**config.mk**
```make
export PLATFORM = sky130hd
export DESIGN_NAME = board_game_top
export DESIGN_NICKNAME = d
export VERILOG_FILES = /design/src/display_pkg.sv /design/src/game_pkg.sv /design/src/board_game_top.sv /design/src/fnd_controller.sv /design/src/game_fsm.sv /design/src/position_unit.sv /design/src/turn_timer.sv
export SDC_FILE = /design/constraint.sdc
export NUM_CORES = 1
export LEC_CHECK = 0
export BUFFER_PORTS_ARGS = -buffer_cell sky130_fd_sc_hd__buf_4
export CORE_MARGIN = 5
export CORE_UTILIZATION = 28
export DETAILED_ROUTE_END_ITERATION = 8
export GPL_TIMING_DRIVEN = 0
export PLACE_DENSITY = 0.42
export SYNTH_ARGS = -nofsm -noshare
export SYNTH_HDL_FRONTEND = slang
export SYNTH_SLANG_ARGS = --single-unit
```
**constraint.sdc**
```tcl
create_clock -name clk -period 3.2 [get_ports clk]
set_input_delay 0.16 -clock clk [delete_from_list [all_inputs] [get_ports clk]]
set_output_delay 0.16 -clock clk [all_outputs]
set_load 0.05 [all_outputs]
```
**src/display_pkg.sv**
```systemverilog
`default_nettype none

package display_pkg;

    // led bar patterns, 16 leds
    localparam logic [15:0] led_all_on  = 16'hffff;  // idle
    localparam logic [15:0] led_p1_turn = 16'hff00;  // player 1 owns upper byte
    localparam logic [15:0] led_p2_turn = 16'h00ff;  // player 2 owns lower byte
    localparam logic [15:0] led_p1_win  = 16'hf0f0;
    localparam logic [15:0] led_p2_win  = 16'h0f0f;

    // which pattern a timer clear loads
    typedef enum logic [1:0] {
        led_idle,
        led_turn,
        led_win
    } led_mode_t;

    // digit scan, about 1 ms per digit at 100 MHz
    localparam int scan_cycles = 100_000;

    // segments active low, bit 7 is dp (kept off)
    localparam logic [7:0] seg_blank = 8'hff;
    localparam logic [7:0] seg_table [10] = '{
        8'hc0, 8'hf9, 8'ha4, 8'hb0, 8'h99,  // 0..4
        8'h92, 8'h82, 8'hf8, 8'h80, 8'h90   // 5..9
    };

endpackage

`default_nettype wire

```
**src/game_pkg.sv**
```systemverilog
`default_nettype none

package game_pkg;

    // position width first, the square constants below are sized by it
    localparam int pos_width  = 4;  // squares 0..10
    localparam int dice_width = 2;  // dice comes in as 1..3

    localparam logic [pos_width-1:0] board_last = 4'd10;  // finish square, moves cap here

    // turn passes after this many second ticks without a dice
    localparam int timeout_ticks = 8;

    // event flag codes
    localparam logic [pos_width-1:0] evt_none      = 4'd0;
    localparam logic [pos_width-1:0] evt_knockback = 4'd3;   // square 3, back to start
    localparam logic [pos_width-1:0] evt_win       = 4'd10;  // reached board_last

    // one bit per square, set on the event squares 2, 4, 6 and 8
    // an event square reports its own number as the flag code
    localparam logic [2**pos_width-1:0] event_square_mask = 16'h0154;

    // turn sequence
    typedef enum logic [2:0] {
        idle,         // waiting for start
        wait_dice,    // timer running, dice expected
        update_pos,   // apply dice to mover
        check_event,  // classify new square
        start_event,  // hold for ui on event squares
        next_turn,    // turn bit already flipped here
        win           // parked until reset
    } game_state_t;

endpackage

`default_nettype wire

```
**src/board_game_top.sv**
```systemverilog
`default_nettype none

module board_game_top #(
    parameter int tick_cycles = 100_000_000
) (
    input  logic                             clk,
    input  logic                             reset,
    input  logic                             start_btn,
    input  logic                             dice_valid,
    input  logic [game_pkg::dice_width-1:0]  dice_value,
    input  logic                             turn_done,
    output logic [game_pkg::pos_width-1:0]   p1_pos,
    output logic [game_pkg::pos_width-1:0]   p2_pos,
    output logic                             pos_valid,
    output logic                             turn,
    output logic                             winner_valid,
    output logic                             winner_id,
    output logic [game_pkg::pos_width-1:0]   event_flag,
    output logic [15:0]                      led_output,
    output logic [3:0]                       fnd_com,
    output logic [7:0]                       fnd_data
);

    logic                           move_en;
    logic                           knock_en;
    logic                           timer_clear;
    logic                           timer_run;
    logic                           timed_out;
    display_pkg::led_mode_t         led_mode;
    logic [game_pkg::pos_width-1:0] square_kind;
    logic [game_pkg::pos_width-1:0] mover_pos;  // feeds the display

    game_fsm u_fsm (
        .clk          (clk),
        .reset        (reset),
        .start_btn    (start_btn),
        .dice_valid   (dice_valid),
        .turn_done    (turn_done),
        .square_kind  (square_kind),
        .timed_out    (timed_out),
        .move_en      (move_en),
        .knock_en     (knock_en),
        .timer_clear  (timer_clear),
        .timer_run    (timer_run),
        .led_mode     (led_mode),
        .turn         (turn),
        .pos_valid    (pos_valid),
        .winner_valid (winner_valid),
        .winner_id    (winner_id),
        .event_flag   (event_flag)
    );

    position_unit u_pos (
        .clk         (clk),
        .reset       (reset),
        .move_en     (move_en),
        .knock_en    (knock_en),
        .turn        (turn),
        .dice_value  (dice_value),
        .p1_pos      (p1_pos),
        .p2_pos      (p2_pos),
        .mover_pos   (mover_pos),
        .square_kind (square_kind)
    );

    turn_timer #(
        .tick_cycles (tick_cycles)
    ) u_timer (
        .clk         (clk),
        .reset       (reset),
        .turn        (turn),
        .timer_clear (timer_clear),
        .timer_run   (timer_run),
        .led_mode    (led_mode),
        .timed_out   (timed_out),
        .led_output  (led_output)
    );

    fnd_controller u_fnd (
        .clk       (clk),
        .reset     (reset),
        .mover_pos (mover_pos),
        .fnd_com   (fnd_com),
        .fnd_data  (fnd_data)
    );

endmodule

`default_nettype wire

```
**src/fnd_controller.sv**
```systemverilog
`default_nettype none

module fnd_controller (
    input  logic                           clk,
    input  logic                           reset,
    input  logic [game_pkg::pos_width-1:0] mover_pos,
    output logic [3:0]                     fnd_com,   // active low digit enables
    output logic [7:0]                     fnd_data   // active low segments
);

    logic [$clog2(display_pkg::scan_cycles)-1:0] scan_cnt;
    logic [1:0]                                  digit_sel;  // 0 = rightmost
    logic [game_pkg::pos_width-1:0]              tens;
    logic [game_pkg::pos_width-1:0]              ones;

    // 0..10 only, so tens is 0 or 1
    assign tens = mover_pos / 4'd10;
    assign ones = mover_pos % 4'd10;

    // digit rotation
    always_ff @(posedge clk or posedge reset) begin
        if (reset) begin
            scan_cnt  <= '0;
            digit_sel <= '0;
        end else if (scan_cnt == display_pkg::scan_cycles - 1) begin
            scan_cnt  <= '0;
            digit_sel <= digit_sel + 1'b1;  // wraps after digit 3
        end else begin
            scan_cnt <= scan_cnt + 1'b1;
        end
    end

    always_comb begin
        case (digit_sel)
            2'd0: begin
                fnd_com  = 4'b1110;
                fnd_data = display_pkg::seg_table[ones];
            end
            2'd1: begin
                fnd_com  = 4'b1101;
                fnd_data = display_pkg::seg_table[tens];
            end
            2'd2: begin
                fnd_com  = 4'b1011;
                fnd_data = display_pkg::seg_blank;  // unused digit
            end
            default: begin
                fnd_com  = 4'b0111;
                fnd_data = display_pkg::seg_blank;
            end
        endcase
    end

endmodule

`default_nettype wire

```
**src/game_fsm.sv**
```systemverilog
`default_nettype none

module game_fsm (
    input  logic                             clk,
    input  logic                             reset,
    input  logic                             start_btn,
    input  logic                             dice_valid,   // one-cycle strobe
    input  logic                             turn_done,    // ui finished the event
    input  logic [game_pkg::pos_width-1:0]   square_kind,  // class of mover's square
    input  logic                             timed_out,
    output logic                             move_en,
    output logic                             knock_en,
    output logic                             timer_clear,
    output logic                             timer_run,
    output display_pkg::led_mode_t           led_mode,
    output logic                             turn,         // 0 = player 1
    output logic                             pos_valid,
    output logic                             winner_valid,
    output logic                             winner_id,
    output logic [game_pkg::pos_width-1:0]   event_flag
);

    game_pkg::game_state_t state;
    game_pkg::game_state_t next_state;
    logic                  turn_flip;  // toggle turn on this edge
    logic                  is_win;

    assign is_win = (square_kind == game_pkg::evt_win);

    // state and turn bit
    always_ff @(posedge clk or posedge reset) begin
        if (reset) begin
            state <= game_pkg::idle;
            turn  <= 1'b0;  // player 1 opens
        end else begin
            state <= next_state;
            if (turn_flip) begin
                turn <= ~turn;  // lands together with entry to next_turn
            end
        end
    end

    always_comb begin
        next_state  = state;
        turn_flip   = 1'b0;
        move_en     = 1'b0;
        knock_en    = 1'b0;
        timer_clear = 1'b0;
        timer_run   = 1'b0;
        led_mode    = display_pkg::led_turn;
        case (state)
            game_pkg::idle: begin
                timer_clear = 1'b1;  // counters parked, leds follow led_mode
                if (start_btn) begin
                    next_state = game_pkg::wait_dice;  // load player 1 pattern
                end else begin
                    led_mode = display_pkg::led_idle;
                end
            end
            game_pkg::wait_dice: begin
                timer_run = 1'b1;
                if (dice_valid) begin
                    timer_clear = 1'b1;  // refill the countdown
                    next_state  = game_pkg::update_pos;
                end else if (timed_out) begin
                    turn_flip  = 1'b1;  // no dice, other player
                    next_state = game_pkg::next_turn;
                end
            end
            game_pkg::update_pos: begin
                move_en    = 1'b1;
                next_state = game_pkg::check_event;
            end
            game_pkg::check_event: begin
                if (is_win) begin
                    timer_clear = 1'b1;
                    led_mode    = display_pkg::led_win;  // win pattern of the mover
                    next_state  = game_pkg::win;
                end else begin
                    knock_en   = (square_kind == game_pkg::evt_knockback);
                    next_state = game_pkg::start_event;
                end
            end
            game_pkg::start_event: begin
                // plain and knockback squares pass straight through
                if (event_flag == game_pkg::evt_none ||
                    event_flag == game_pkg::evt_knockback ||
                    turn_done) begin
                    turn_flip  = 1'b1;
                    next_state = game_pkg::next_turn;
                end
            end
            game_pkg::next_turn: begin
                timer_clear = 1'b1;  // pattern of the new mover
                next_state  = game_pkg::wait_dice;
            end
            game_pkg::win: begin
                led_mode = display_pkg::led_win;  // hold forever
            end
            default: begin
                next_state = game_pkg::idle;
            end
        endcase
    end

    // status outputs
    always_ff @(posedge clk or posedge reset) begin
        if (reset) begin
            pos_valid    <= 1'b0;
            winner_valid <= 1'b0;
            winner_id    <= 1'b0;
            event_flag   <= game_pkg::evt_none;
        end else begin
            case (state)
                game_pkg::update_pos: begin
                    pos_valid <= 1'b1;  // new position visible next cycle
                end
                game_pkg::check_event: begin
                    event_flag <= square_kind;  // win code is 10
                    if (is_win) begin
                        winner_valid <= 1'b1;
                        winner_id    <= turn;
                    end
                end
                game_pkg::start_event: begin
                    pos_valid <= 1'b0;
                end
                default: begin
                end
            endcase
        end
    end

    // the position unit must never see both commands in one cycle
    assert property (@(posedge clk) disable iff (reset) !(move_en && knock_en))
        else $error("move_en and knock_en high together");

    // a declared winner stays declared
    assert property (@(posedge clk) disable iff (reset) winner_valid |=> winner_valid)
        else $error("winner_valid fell before reset");

endmodule

`default_nettype wire

```
**src/position_unit.sv**
```systemverilog
`default_nettype none

module position_unit (
    input  logic                             clk,
    input  logic                             reset,
    input  logic                             move_en,   // add dice to mover
    input  logic                             knock_en,  // mover back to 0
    input  logic                             turn,
    input  logic [game_pkg::dice_width-1:0]  dice_value,
    output logic [game_pkg::pos_width-1:0]   p1_pos,
    output logic [game_pkg::pos_width-1:0]   p2_pos,
    output logic [game_pkg::pos_width-1:0]   mover_pos,
    output logic [game_pkg::pos_width-1:0]   square_kind
);

    logic [game_pkg::dice_width-1:0] dice_q;  // dice as it was with the strobe
    logic [game_pkg::pos_width:0]    sum;     // spare bit for carry
    logic [game_pkg::pos_width-1:0]  capped;

    // update_pos comes one cycle after the strobe
    always_ff @(posedge clk) begin
        dice_q <= dice_value;
    end

    assign mover_pos = turn ? p2_pos : p1_pos;

    assign sum = {1'b0, mover_pos}
               + {{(game_pkg::pos_width + 1 - game_pkg::dice_width){1'b0}}, dice_q};
    assign capped = (sum >= game_pkg::board_last) ? game_pkg::board_last
                                                   : sum[game_pkg::pos_width-1:0];

    always_ff @(posedge clk or posedge reset) begin
        if (reset) begin
            p1_pos <= '0;
            p2_pos <= '0;
        end else if (knock_en) begin
            if (turn) begin
                p2_pos <= '0;
            end else begin
                p1_pos <= '0;
            end
        end else if (move_en) begin
            if (turn) begin
                p2_pos <= capped;
            end else begin
                p1_pos <= capped;
            end
        end
    end

    // only the mover's square counts
    always_comb begin
        if (mover_pos >= game_pkg::board_last) begin
            square_kind = game_pkg::evt_win;
        end else if (mover_pos == game_pkg::evt_knockback) begin
            square_kind = game_pkg::evt_knockback;
        end else if (game_pkg::event_square_mask[mover_pos]) begin
            square_kind = mover_pos;  // event code = square number
        end else begin
            square_kind = game_pkg::evt_none;
        end
    end

    // capping holds across move and knockback sequences
    assert property (@(posedge clk) disable iff (reset)
        (p1_pos <= game_pkg::board_last) && (p2_pos <= game_pkg::board_last))
        else $error("position beyond last square");

endmodule

`default_nettype wire

```
**src/turn_timer.sv**
```systemverilog
`default_nettype none

module turn_timer #(
    parameter int tick_cycles = 100_000_000  // clocks per second tick
) (
    input  logic                   clk,
    input  logic                   reset,
    input  logic                   turn,
    input  logic                   timer_clear,  // restart and reload leds
    input  logic                   timer_run,    // high in wait_dice
    input  display_pkg::led_mode_t led_mode,
    output logic                   timed_out,
    output logic [15:0]            led_output
);

    logic [31:0]                                    prescale;
    logic [$clog2(game_pkg::timeout_ticks + 1)-1:0] elapsed;  // whole ticks so far
    logic                                           tick;
    logic [15:0]                                    load_pattern;

    // counting freezes once the limit is reached
    assign tick      = timer_run && !timed_out && (prescale == tick_cycles - 1);
    assign timed_out = (elapsed == game_pkg::timeout_ticks);

    always_comb begin
        case (led_mode)
            display_pkg::led_turn: begin
                load_pattern = turn ? display_pkg::led_p2_turn : display_pkg::led_p1_turn;
            end
            display_pkg::led_win: begin
                load_pattern = turn ? display_pkg::led_p2_win : display_pkg::led_p1_win;
            end
            default: begin
                load_pattern = display_pkg::led_all_on;
            end
        endcase
    end

    always_ff @(posedge clk or posedge reset) begin
        if (reset) begin
            prescale   <= '0;
            elapsed    <= '0;
            led_output <= display_pkg::led_all_on;
        end else if (timer_clear) begin
            prescale   <= '0;
            elapsed    <= '0;
            led_output <= load_pattern;
        end else if (timer_run && !timed_out) begin
            if (tick) begin
                prescale <= '0;
                elapsed  <= elapsed + 1'b1;
                // halves empty away from the middle, p1 up, p2 down
                if (turn) begin
                    led_output <= (led_output >> 1) & display_pkg::led_p2_turn;
                end else begin
                    led_output <= (led_output << 1) & display_pkg::led_p1_turn;
                end
            end else begin
                prescale <= prescale + 1'b1;
            end
        end
    end

endmodule

`default_nettype wire
```
* Word-level counts from Yosys, hierarchy flattened
Memories as Yosys holds them, arrays and structs flattened.
Cells that the tools add are included.
Widths: inputs -> output; s select.
** Word-level totals
- Register bits after elaboration :: 92
- Bits in latches :: 0
- Memory bits (writable) :: 0
- Memory bits (read-only) :: 272
- Input port bits :: 7
- Output and inout bits :: 44
- Logic and storage cells :: 126
- Memories kept :: 3
** Memory list
- (name not given) :: depth 16, bits a word 8, rd ports 1, clocked after Yosys merged registers in 0, wr ports 0, line fnd_controller.sv:37 : fnd_data = display_pkg::seg_table[ones];
- (name not given) :: depth 16, bits a word 8, rd ports 1, clocked after Yosys merged registers in 0, wr ports 0, line fnd_controller.sv:41 : fnd_data = display_pkg::seg_table[tens];
- (name not given) :: depth 16, bits a word 1, rd ports 1, clocked after Yosys merged registers in 0, wr ports 0, line position_unit.sv:57 : end else if (game_pkg::event_square_mask[mover_pos]) begin
** Operators by class
- $add $sub $neg :: 5
- Multipliers :: 0
- Divide/modulo/power cells :: 2
- Order comparisons :: 5
- Eq/ne operators :: 20
- Shift operators :: 0
- Muxes and demuxes :: 55
- Bitwise gates (word level) :: 4
- Reductions and logical operators :: 18
** Operators by type and width (number)
- $mux 16 :: 6
- $mux 32 :: 3
- $mux 4 :: 16
- $add 32x1->32 const B :: 1
- $eq 32x27->1 const B :: 1
- $mux 8 :: 4
- $pmux 16 s2 :: 1
- $pmux 3 s7 :: 1
- $add 17x1->17 const B :: 1
- $eq 17x17->1 const B :: 1
- $mux 17 :: 1
- $pmux 8 s2 :: 1
- $eq 4x2->1 const B :: 3
- $mux 3 :: 4
- $pmux 4 s3 :: 1
- $mux 1 :: 11
- $ge 5x5->1 const B :: 2
- $not 4->5 :: 2
- $eq 3x3->1 const B :: 3
- $eq 4x4->1 const B :: 2
- $reduce_and 2->1 :: 4
- $reduce_bool 2->1 :: 4
- $eq 3x2->1 const B :: 2
- $pmux 2 s3 :: 1
- other kinds (26) :: 33

* Logic depth before layout (Yosys ltp)
Gate-level depths: netlist (run 1).
- Depth in word-level cells :: 12
- Depth in mapped cells :: 13
- Gate-level depth less buffers :: 12

* Hierarchy
Synthesis (run 1) repeated with hierarchy kept, for this count alone.
** Unflattened totals
- Cells, all modules :: 549
- Area total of the unflattened synthesis :: 5300.1 um^2
** By module, submodules not included
- turn_timer :: times used 1, cells each 291, area an instance 2785.2 um^2, sequential area each 1321.3 um^2
- fnd_controller :: times used 1, cells each 132, area an instance 1246.2 um^2, sequential area each 475.5 um^2
- position_unit :: times used 1, cells each 62, area an instance 648.1 um^2, sequential area each 240.2 um^2
- game_fsm :: times used 1, cells each 64, area an instance 620.6 um^2, sequential area each 275.3 um^2

* Worst setup path after synthesis (run 1)
OpenSTA, ideal clock, no wires.
- Kind :: flip-flop to output port
- Start point :: register u_fsm.turn
- End point :: output fnd_data[1]
- Arrival time :: 3.379 ns
- Required time :: 3.040 ns
- Path slack :: -0.339 ns
- Cell stages (with the launch flop) :: 9
- Path buffers :: 1
- Path through :: dfrtp_1 > buf_4 > mux2_2 > clkinv_1 > nor3_1 > a21oi_1 > inv_1 > ha_1 > o32ai_1
** On the way
- Longest elaborated chain between the ends :: 7
- Elaborated cells between the ends (all ways) :: 12
- Classes of those cells :: 2 x div; 6 x mux; 2 x bitwise; 2 x memory
** RTL lines
- start, declared :: line game_fsm.sv:16 : output logic turn,
- start signal, assigned :: line game_fsm.sv:38 : turn <= ~turn;
- $mux 4 * :: line position_unit.sv:25 : assign mover_pos = turn ? p2_pos : p1_pos;
- $div 4x4->4 / $mod 4x4->4 (equally long branches) :: line fnd_controller.sv:17, fnd_controller.sv:18
- $not 4->5, on equally long branches :: line fnd_controller.sv:41, fnd_controller.sv:37
- $mem_v2 16x8, on equally long branches
- $mux 8, on equally long branches (2 in series) :: line fnd_controller.sv:41, fnd_controller.sv:37
- $pmux 8 s2 * :: line fnd_controller.sv:34 : case (digit_sel)
- end, declared :: line board_game_top.sv:21 : output logic [7:0] fnd_data
Mark *: on every way between the ends. The rest lies on a longest branch, timed or not. The select of a mux whose other input is x is not followed.

* Worst setup path in the final report (run 1)
- Start point :: register u_fsm.turn
- End point :: register u_timer.led_output[9]
** On the way
- Longest elaborated chain between the ends :: 12
- Elaborated cells between the ends (all ways) :: 25
- Classes of those cells :: 1 x order compare; 4 x eq/ne; 16 x mux; 3 x reduce/logical; 1 x memory
** RTL lines
- $mux 4 :: line position_unit.sv:25
- $mem_v2 16x1
- $mux 1 (implied by the code) :: line position_unit.sv:57
- $mux 4 :: line position_unit.sv:57
- $mux 4 :: line position_unit.sv:55 : end else if (mover_pos == game_pkg::evt_knockback) begin
- $mux 4 :: line position_unit.sv:53 : if (mover_pos >= game_pkg::board_last) begin
- $eq 4x4->1 :: line game_fsm.sv:28 : assign is_win = (square_kind == game_pkg::evt_win);
- $mux 2 :: line game_fsm.sv:75 : if (is_win) begin
- $pmux 2 s3 :: line game_fsm.sv:51 : case (state)
- $eq 2x2->1 / $eq 2x1->1 (equally long branches) :: line turn_timer.sv:26 : case (led_mode)
- $pmux 16 s2 :: line turn_timer.sv:26
- $mux 16 :: line turn_timer.sv:44 : end else if (timer_clear) begin
- end signal, assigned :: line turn_timer.sv:43 : led_output <= display_pkg::led_all_on;
- end signal, assigned :: line turn_timer.sv:47 : led_output <= load_pattern;
- end signal, assigned :: line turn_timer.sv:54 : led_output <= (led_output >> 1) & display_pkg::led_p2_turn;
- end, declared :: line turn_timer.sv:13 : output logic [15:0] led_output
Several ways; a longest one is shown, not always the timed one. The select of a mux whose other input is x is not followed.
A chain may end at the register's enable or synchronous reset.

==> impl_results.md, run 1 <==
* CP arrival at 3340 ps
* Initial antenna violation count at 0
* Grt total ovfl at 0
* Iter 0 DRT Violations at 272
* Slowest cell on crit path: dfrtp_2
* Seq cells post-synth at 92
* Final setup fails at 0
* Cell area after placement at 6010 um2
* Port bufs at 49
* Internal at 3.47 mW
* Synth area leaders: dfrtp_1, dfstp_2, ha_1
* Post-DR wirelength/cell at 16.6 um
* Kind of launch point of the worst setup path: flip-flop
* Synth Flop Type: dfrtp_1
* Hold path cells at 2
* Min-delay src: dice_valid
* Capturing point of the worst reg2reg path: u_timer.led_output[9]
* Final worst-path cycle share at 95.8%
* Clock sinks at 92
* Synth cell types at 63
* PwrDens at 1030 nW/um2
* Total GRT Usage at 13.3%
* Skew-Pair Late Insertion Delay at 340 ps
* Asr flop ratio synth at 97.8%
* Slew HR at 41.0%
* N_diodes at 0
* R2R Setup Slk at 140 ps
* Sequential power share at 25.6%
* Sequential cell area at 2310 um2
* Yosys warns at 0
* Crit path setup slack, layout at 135 ps
* EDFF count, synth at 0
* Synthesized cell area at 5310 um2
* Reg-to-Reg Start: u_fsm.turn
* CTS tree: built
* DRT Wirelength at 14200 um
* Placer Congestion at 0.814
* Switching Fraction at 47.9%
* Dominant cell type by area after synthesis: dfrtp_1
* Hold_ws at 129 ps
* Worst setup EP type: flip-flop
* Share of the synthesized area in the top cell type at 34.9%
* Die width at 148 um
* Util after Layout at 34.7%
* Inserted Clock Buffers at 9
* Design Area, Final at 6500 um2
* WP buf/inv at 2
* Area Growth Syn to Fin at 22.4%
* Core area at 18700 um2
* Largest net degree at the start of global routing at 70
* R2r worst-path depth at 11
* Max clock buf depth at 2
* Clk_skew at 9.38 ps
* Max-slew violation count at 0
* Power share of the combinational group at 56.4%
* Delay-heaviest family, CP: compound AO/OA/AOI/OAI gates
* Final ANT Viol Nets at 0
* NetSw at 3.20 mW
* Mapped Cells at 549
* Site Rows at 50
* Register area share after synthesis at 43.5%
* Outcome: finished clean
* Fill cells at 1905
* First-pass iteration count of the detailed router at 4
* Worst slew pin tran at 877 ps
* Required time worst endpoint at 3470 ps
* Layout cells sized above 1 at 23.3%
* CP Max Fanout at 10
* Hold Fails Final Rpt at 0
* DP Worst Slack at -563 ps
* Final #Nets at 646
* DIE AREA at 21800 um2
* CTS root buf: clkbuf_16
* Peak VDD IR at 0.000679 V
* Minimum clock period at 3060 ps
* Syn Area/Cell at 9.67 um2
* Critical setup path kind: flip-flop to flip-flop
* Max Clk Rate at 0.326 GHz
* Clock network power share at 17.9%
* Vias in the first global route at 4369
* DR vias at 4429
* I/O pin count at 51
* DRC at 0
* Final Power at 6.67 mW
* CTS H-tree depth at 3
* DPL Wire Length at 10200 um
* Reg clk slew, reported paths at 70 ps
* Worst Hold End: u_fsm.state[1]
* Max stage delay on crit path at 410 ps
* Global-route wire length before repair at 23500 um
* Die height at 148 um
* Syn_nets at 579
* Footprint of the multi-input gates at 2880 um2
* Worst path cell trace: buf_6, mux2_4, clkinv_2, ha_1, a21oi_1, o21a_1, o22a_1, ha_1, a211o_1, mux2_2, o22a_1
* LEAKAGE at 2.69 nW
* HP Class: input port to flip-flop
* Vias per inst at 5.18
* Initial Util at 28.4%
* Maxcap violations at 0
==> worst max path at each step <==
stage | from | endpoint | slack [ps] | depth (start not counted)
floorplan | u_fsm.turn | fnd_data[0] | 30 | 7
global placement | reset | u_fsm.turn | -960 | 2
detailed placement | u_fsm.turn | u_timer.prescale[28] | -560 | 11
CTS | u_fsm.turn | fnd_data[6] | -30 | 9
global route | u_fsm.turn | u_timer.led_output[9] | -6 | 12
finish | u_fsm.turn | u_timer.led_output[9] | 140 | 11
==> worst reg2reg max path: cells and delay by family, from the launching register on <==
| kind | cells | cell delay, ps |
|---|---|---|
| adder cells (fa/ha/maj) | 2 | 580 |
| AO/OA/AOI/OAI | 5 | 1060 |
| multiplexers | 2 | 660 |
| flip-flops | 1 | 410 |
| buffers and inverters | 2 | 290 |
==> cell usage after synthesis (all sizes together) (4+ instances only) <==
master and instances:
nand4 9, dfrtp 74, nor2b 7, xnor2 11, nor3b 7, nand3b 5
o31ai 24, nor3 11, ha 22, nand3 35, buf 10, a21oi 42
clkbuf 14, and3 6, or4 23, mux2 14, nand2 32, mux2i 9
nor2 29, a2bb2oi 13, inv 21, and2 5, o22a 5, xor2 9
or3 13, o21ai 31, dfstp 16, nand2b 4, nor4 5
==> power by group through the flow <==
stage / clock, mW / sequential (mW) / combinational, mW
after floorplan: 0 / 2.27 / 2.05
after global placement: 0 / 1.70 / 3.64
after detailed placement: 0 / 1.71 / 3.68
after CTS: 1.24 / 1.70 / 3.73
after global routing: 1.29 / 1.75 / 4.07
final: 1.20 / 1.71 / 3.76
==> routing by layer <==
layer	share of wire (%)	track usage, %	up-vias
li1	-	-	2182
met1	51	19.1	2172
met2	45	20.1	64
met3	3.0	2.79	11
met4	1.5	4.24	0
met5	0	0	-
==> sequential cells by signal (all words and copies together) (netlist names) <==
signal and cells:
u_timer.prescale 32, u_fnd.scan_cnt 17, u_timer.led_output 16, u_fsm.event_flag 4, u_pos.p1_pos 4, u_pos.p2_pos 4
u_timer.elapsed 4, u_fsm.state 3, u_fnd.digit_sel 2, u_pos.dice_q 2, u_fsm.pos_valid 1, u_fsm.turn 1
u_fsm.winner_id 1, u_fsm.winner_valid 1
==> layout by cell type, fill, tap and decap left out, drive strengths merged, types with 16 or more instances in the layout <==
master	count
nand2	32
dfstp	16
clkbuf	25
inv	22
a21oi	42
o21ai	31
nand3	35
or4	23
ha	22
o31ai	24
nor2	29
dfrtp	74
buf	63
==> area by class of cell <==
class	count	area share [%]
well taps	234	4.51
plain buffers	24	1.94
repair buffers	56	7.09
clock inverters	5	1.27
multi-input cells	411	44.4
flip-flops and latches	92	35.6
clock buffers	11	3.89
inverters	22	1.33
==> through the flow <==
| step | setup TNS, ps | instances |
|---|---|---|
| final | 0 | 855 |
| after global routing | -12.7 | 855 |
| after CTS | -94.6 | 852 |
| after detailed placement | -17360 | 833 |
| after global placement | -64890 | 832 |
| after floorplan | 0 | 549 |
==> kinds of logic (layout without fill, tap and decap cells) <==
group                      after synthesis  count (layout)  synth area share, %
adders and majority gates               23              23                 5.56
other                                    1               1               0.0706
xor gates and xnor gates                20              20                 3.30
and+or+nand+nor                        204             204                 21.9
AOI/OAI and AO/OA                      140             140                 17.2
DFF                                     92              92                 43.5
muxes                                   23              23                 4.67
buffers and inverters                   46             118                 3.70
==> what timing repair did <==
item                                    CTS  global route
hold buffers                              3             0
endpoints found under the setup margin   53            50
endpoints found under the hold margin    23             0
resized for setup                        12            14
setup buffers                             0             3
pin swaps                                 0             2
(Power assumes the default switching activity.)
==> inputs of run 2 (changes only) <==
--- a/config.mk
+++ b/config.mk
@@ -6,6 +6,7 @@
 export NUM_CORES = 1
 export LEC_CHECK = 0
 export BUFFER_PORTS_ARGS = -buffer_cell sky130_fd_sc_hd__buf_4
+export CORE_ASPECT_RATIO = 1.4
 export CORE_MARGIN = 5
 export CORE_UTILIZATION = 28
 export DETAILED_ROUTE_END_ITERATION = 8
==> impl_results.md, run 2 (synthesis gave the netlist of run 1 again) <==
* Commonest non-fill, non-tap cells in the layout: dfrtp_1, buf_4, a21oi_1, nand3_1, nand2_1 (unchanged)
* Worst slew pin tran at 895 ps (was 877 ps)
* R2r worst-path depth at 11 (unchanged)
* DRC at 0 (unchanged)
* Final worst-path cycle share at 96.5% (was 95.8%)
* R2R Setup Slk at 110 ps (was 140 ps)
* Area Growth Syn to Fin at 21.1% (was 22.4%)
* Iter 0 DRT Violations at 302 (was 272)
* Slowest cell on crit path: dfrtp_2 (unchanged)
* Clock sinks at 92 (unchanged)
* Capturing point of the worst reg2reg path: u_timer.led_output[10] (was u_timer.led_output[9])
* CP arrival at 3370 ps (was 3340 ps)
* Layout cells sized above 1 at 23.1% (was 23.3%)
* Post-route met1 wirelength at 6190 um (was 7220 um)
* Initial Util at 28.5% (was 28.4%)
* Max stage delay on crit path at 420 ps (was 410 ps)
* Peak VDD IR at 0.000517 V (was 0.000679 V)
* LEAKAGE at 2.64 nW (was 2.69 nW)
* Placer Congestion at 0.809 (was 0.814)
* Max-slew violation count at 0 (unchanged)
* Outcome: finished clean (unchanged)
* Largest net degree at the start of global routing at 62 (was 70)
* Reg clk slew, reported paths at 70 ps (about the same)
* CTS root buf: clkbuf_16 (unchanged)
* RSZ-0062 raised after global routing: yes
* Slew HR at 39.8% (was 41.0%)
* Minimum clock period at 3090 ps (was 3060 ps)
* Uppermost layer routed: met4 (unchanged)
* PwrDens at 1010 nW/um2 (was 1030 nW/um2)
* DRT Wirelength at 14200 um (about the same)
* N_diodes at 0 (unchanged)
* Max Clk Rate at 0.324 GHz (was 0.326 GHz)
* Post-DR wirelength/cell at 16.5 um (was 16.6 um)
* Hold path cells at 2 (unchanged)
* Cell area after placement at 6020 um2 (was 6010 um2)
* I/O pin count at 51 (unchanged)
* Port bufs at 49 (unchanged)
* Core area at 18600 um2 (was 18700 um2)
* Total GRT Usage at 13.3% (about the same)
* Max clock buf depth at 2 (unchanged)
* Skew-Pair Late Insertion Delay at 350 ps (was 340 ps)
* Setup TNS at 0 ps (unchanged)
* Kind of launch point of the worst setup path: flip-flop (unchanged)
* Number of flip-flops in the largest register at 32 (unchanged)
* Initial antenna violation count at 0 (unchanged)
* Critical setup path kind: flip-flop to flip-flop (unchanged)
* Met3 wire length at 362 um (was 432 um)
* Met2 WL at 7440 um (was 6360 um)
* CTS tree: built (unchanged)
* Commonest non-fill, non-tap cell in the layout: dfrtp_1 (unchanged)
* Critical path's most frequent cell: o22a_1
* WP buf/inv at 2 (unchanged)
* Worst Hold End: u_fsm.state[1] (unchanged)
* Inserted Clock Buffers at 9 (unchanged)
* Vias in the first global route at 4621 (was 4369)
* Reg-to-Reg Start: u_fsm.turn (unchanged)
* Delay-heaviest family, CP: compound AO/OA/AOI/OAI gates (unchanged)
* Clk_skew at 9.19 ps (was 9.38 ps)
* Die width at 126 um (was 148 um)
* DIE AREA at 21900 um2 (was 21800 um2)
* Top flop regs: u_timer.prescale (32), u_fnd.scan_cnt (17), u_timer.led_output (16) (unchanged)
* CP Max Fanout at 10 (unchanged)
* Vias per inst at 5.19 (was 5.18)
* DR vias at 4480 (was 4429)
* Final ANT Viol Nets at 0 (unchanged)
* Worst path cell trace: buf_6, mux2_4, clkinvlp_4, ha_2, a21oi_1, o21a_2, o22a_1, ha_1, a211o_1, mux2_2, o22a_1 (was buf_6, mux2_4, clkinv_2, ha_1, a21oi_1, o21a_1, o22a_1, ha_1, a211o_1, mux2_2, o22a_1)
* Final #Nets at 645 (was 646)
* Hold Fails Final Rpt at 0 (unchanged)
* DPL Wire Length at 10300 um (was 10200 um)
* HP Class: input port to flip-flop (unchanged)
* Maxcap violations at 0 (unchanged)
* CTS H-tree depth at 3 (unchanged)
* Hold_ws at 116 ps (was 129 ps)
* Worst setup EP type: flip-flop (unchanged)
* Global-route wire length before repair at 24000 um (was 23500 um)
* First-pass iteration count of the detailed router at 4 (unchanged)
* Die height at 173 um (was 148 um)
* Top reg by flops: u_timer.prescale (unchanged)
* Final setup fails at 0 (unchanged)
* Design Area, Final at 6430 um2 (was 6500 um2)
* Required time worst endpoint at 3480 ps (was 3470 ps)
* Min-delay src: dice_valid (unchanged)
* Site Rows at 59 (was 50)
* Grt total ovfl at 0 (unchanged)
-- run 2: changes by cell type in the layout (fill, tap and decap cells not counted), sizes merged --
cell	before	now
clkbuf	25	23
bufinv	2	0
clkinvlp	0	3
-- run 2: where the power goes --
group	total, mW	switching, mW	internal [mW]
clock network	1.03	0.493	0.534
registers	1.69	0.232	1.46
logic	3.76	2.47	1.29
total	6.48	3.20	3.28
-- run 2: area by class of cell --
type	count	area (um2)
inverter	22	88.8
clock buffer	10	229
sequential	92	2310
clock inverter	6	50.0
tap	244	305
multi-input combinational	411	2880
timing repair buffer	55	440
buffer	24	123
fill	1948	12200
-- run 2: how the worst max path moves through the flow --
stage | startpoint | end | slack, ps | depth (start not counted)
5_1_grt | u_fsm.turn | u_timer.prescale[23] | -20 | 11
2_1_floorplan | u_fsm.turn | fnd_data[0] | 30 | 7
3_3_place_gp | reset | u_fsm.turn | -980 | 2
4_1_cts | u_fsm.turn | fnd_data[6] | -70 | 10
3_5_place_dp | u_fsm.turn | u_timer.prescale[8] | -290 | 10
6_report | u_fsm.turn | u_timer.led_output[10] | 110 | 11
-- run 2: per-stage QoR --
step / utilization [%] / instances / power (mW) / setup slack [ps]
2_1_floorplan: - / 549 / 4.32 / 27.8
3_3_place_gp: 32.2 / 842 / 5.35 / -979
3_5_place_dp: 32.4 / 843 / 5.38 / -294
4_1_cts: 34.2 / 862 / 6.50 / -66.5
5_1_grt: 34.6 / 864 / 6.93 / -18.5
6_report: 34.6 / 864 / 6.48 / 112
-- run 2: repair_timing --
action,in CTS,in global routing
hold buffers,3,0
setup buffers,0,2
hold endpoints to repair,15,0
pin swaps,0,1
endpoints found under the setup margin,49,51
resized for setup,9,17
-- run 2: worst register-to-register path, cell delays in order (launching register included) --
cell and delay [ps]:
dfrtp_2 420, buf_6 170, mux2_4 360, clkinvlp_4 150, ha_2 230, a21oi_1 70
o21a_2 240, o22a_1 250, ha_1 350, a211o_1 280, mux2_2 310, o22a_1 190
-- run 2: layer usage --
| layer | track usage [%] | up-vias |
|---|---|---|
| li1 | - | 2177 |
| met1 | 15.9 | 2235 |
| met2 | 24.0 | 51 |
| met3 | 2.53 | 17 |
| met4 | 4.16 | 0 |
| met5 | 0 | - |
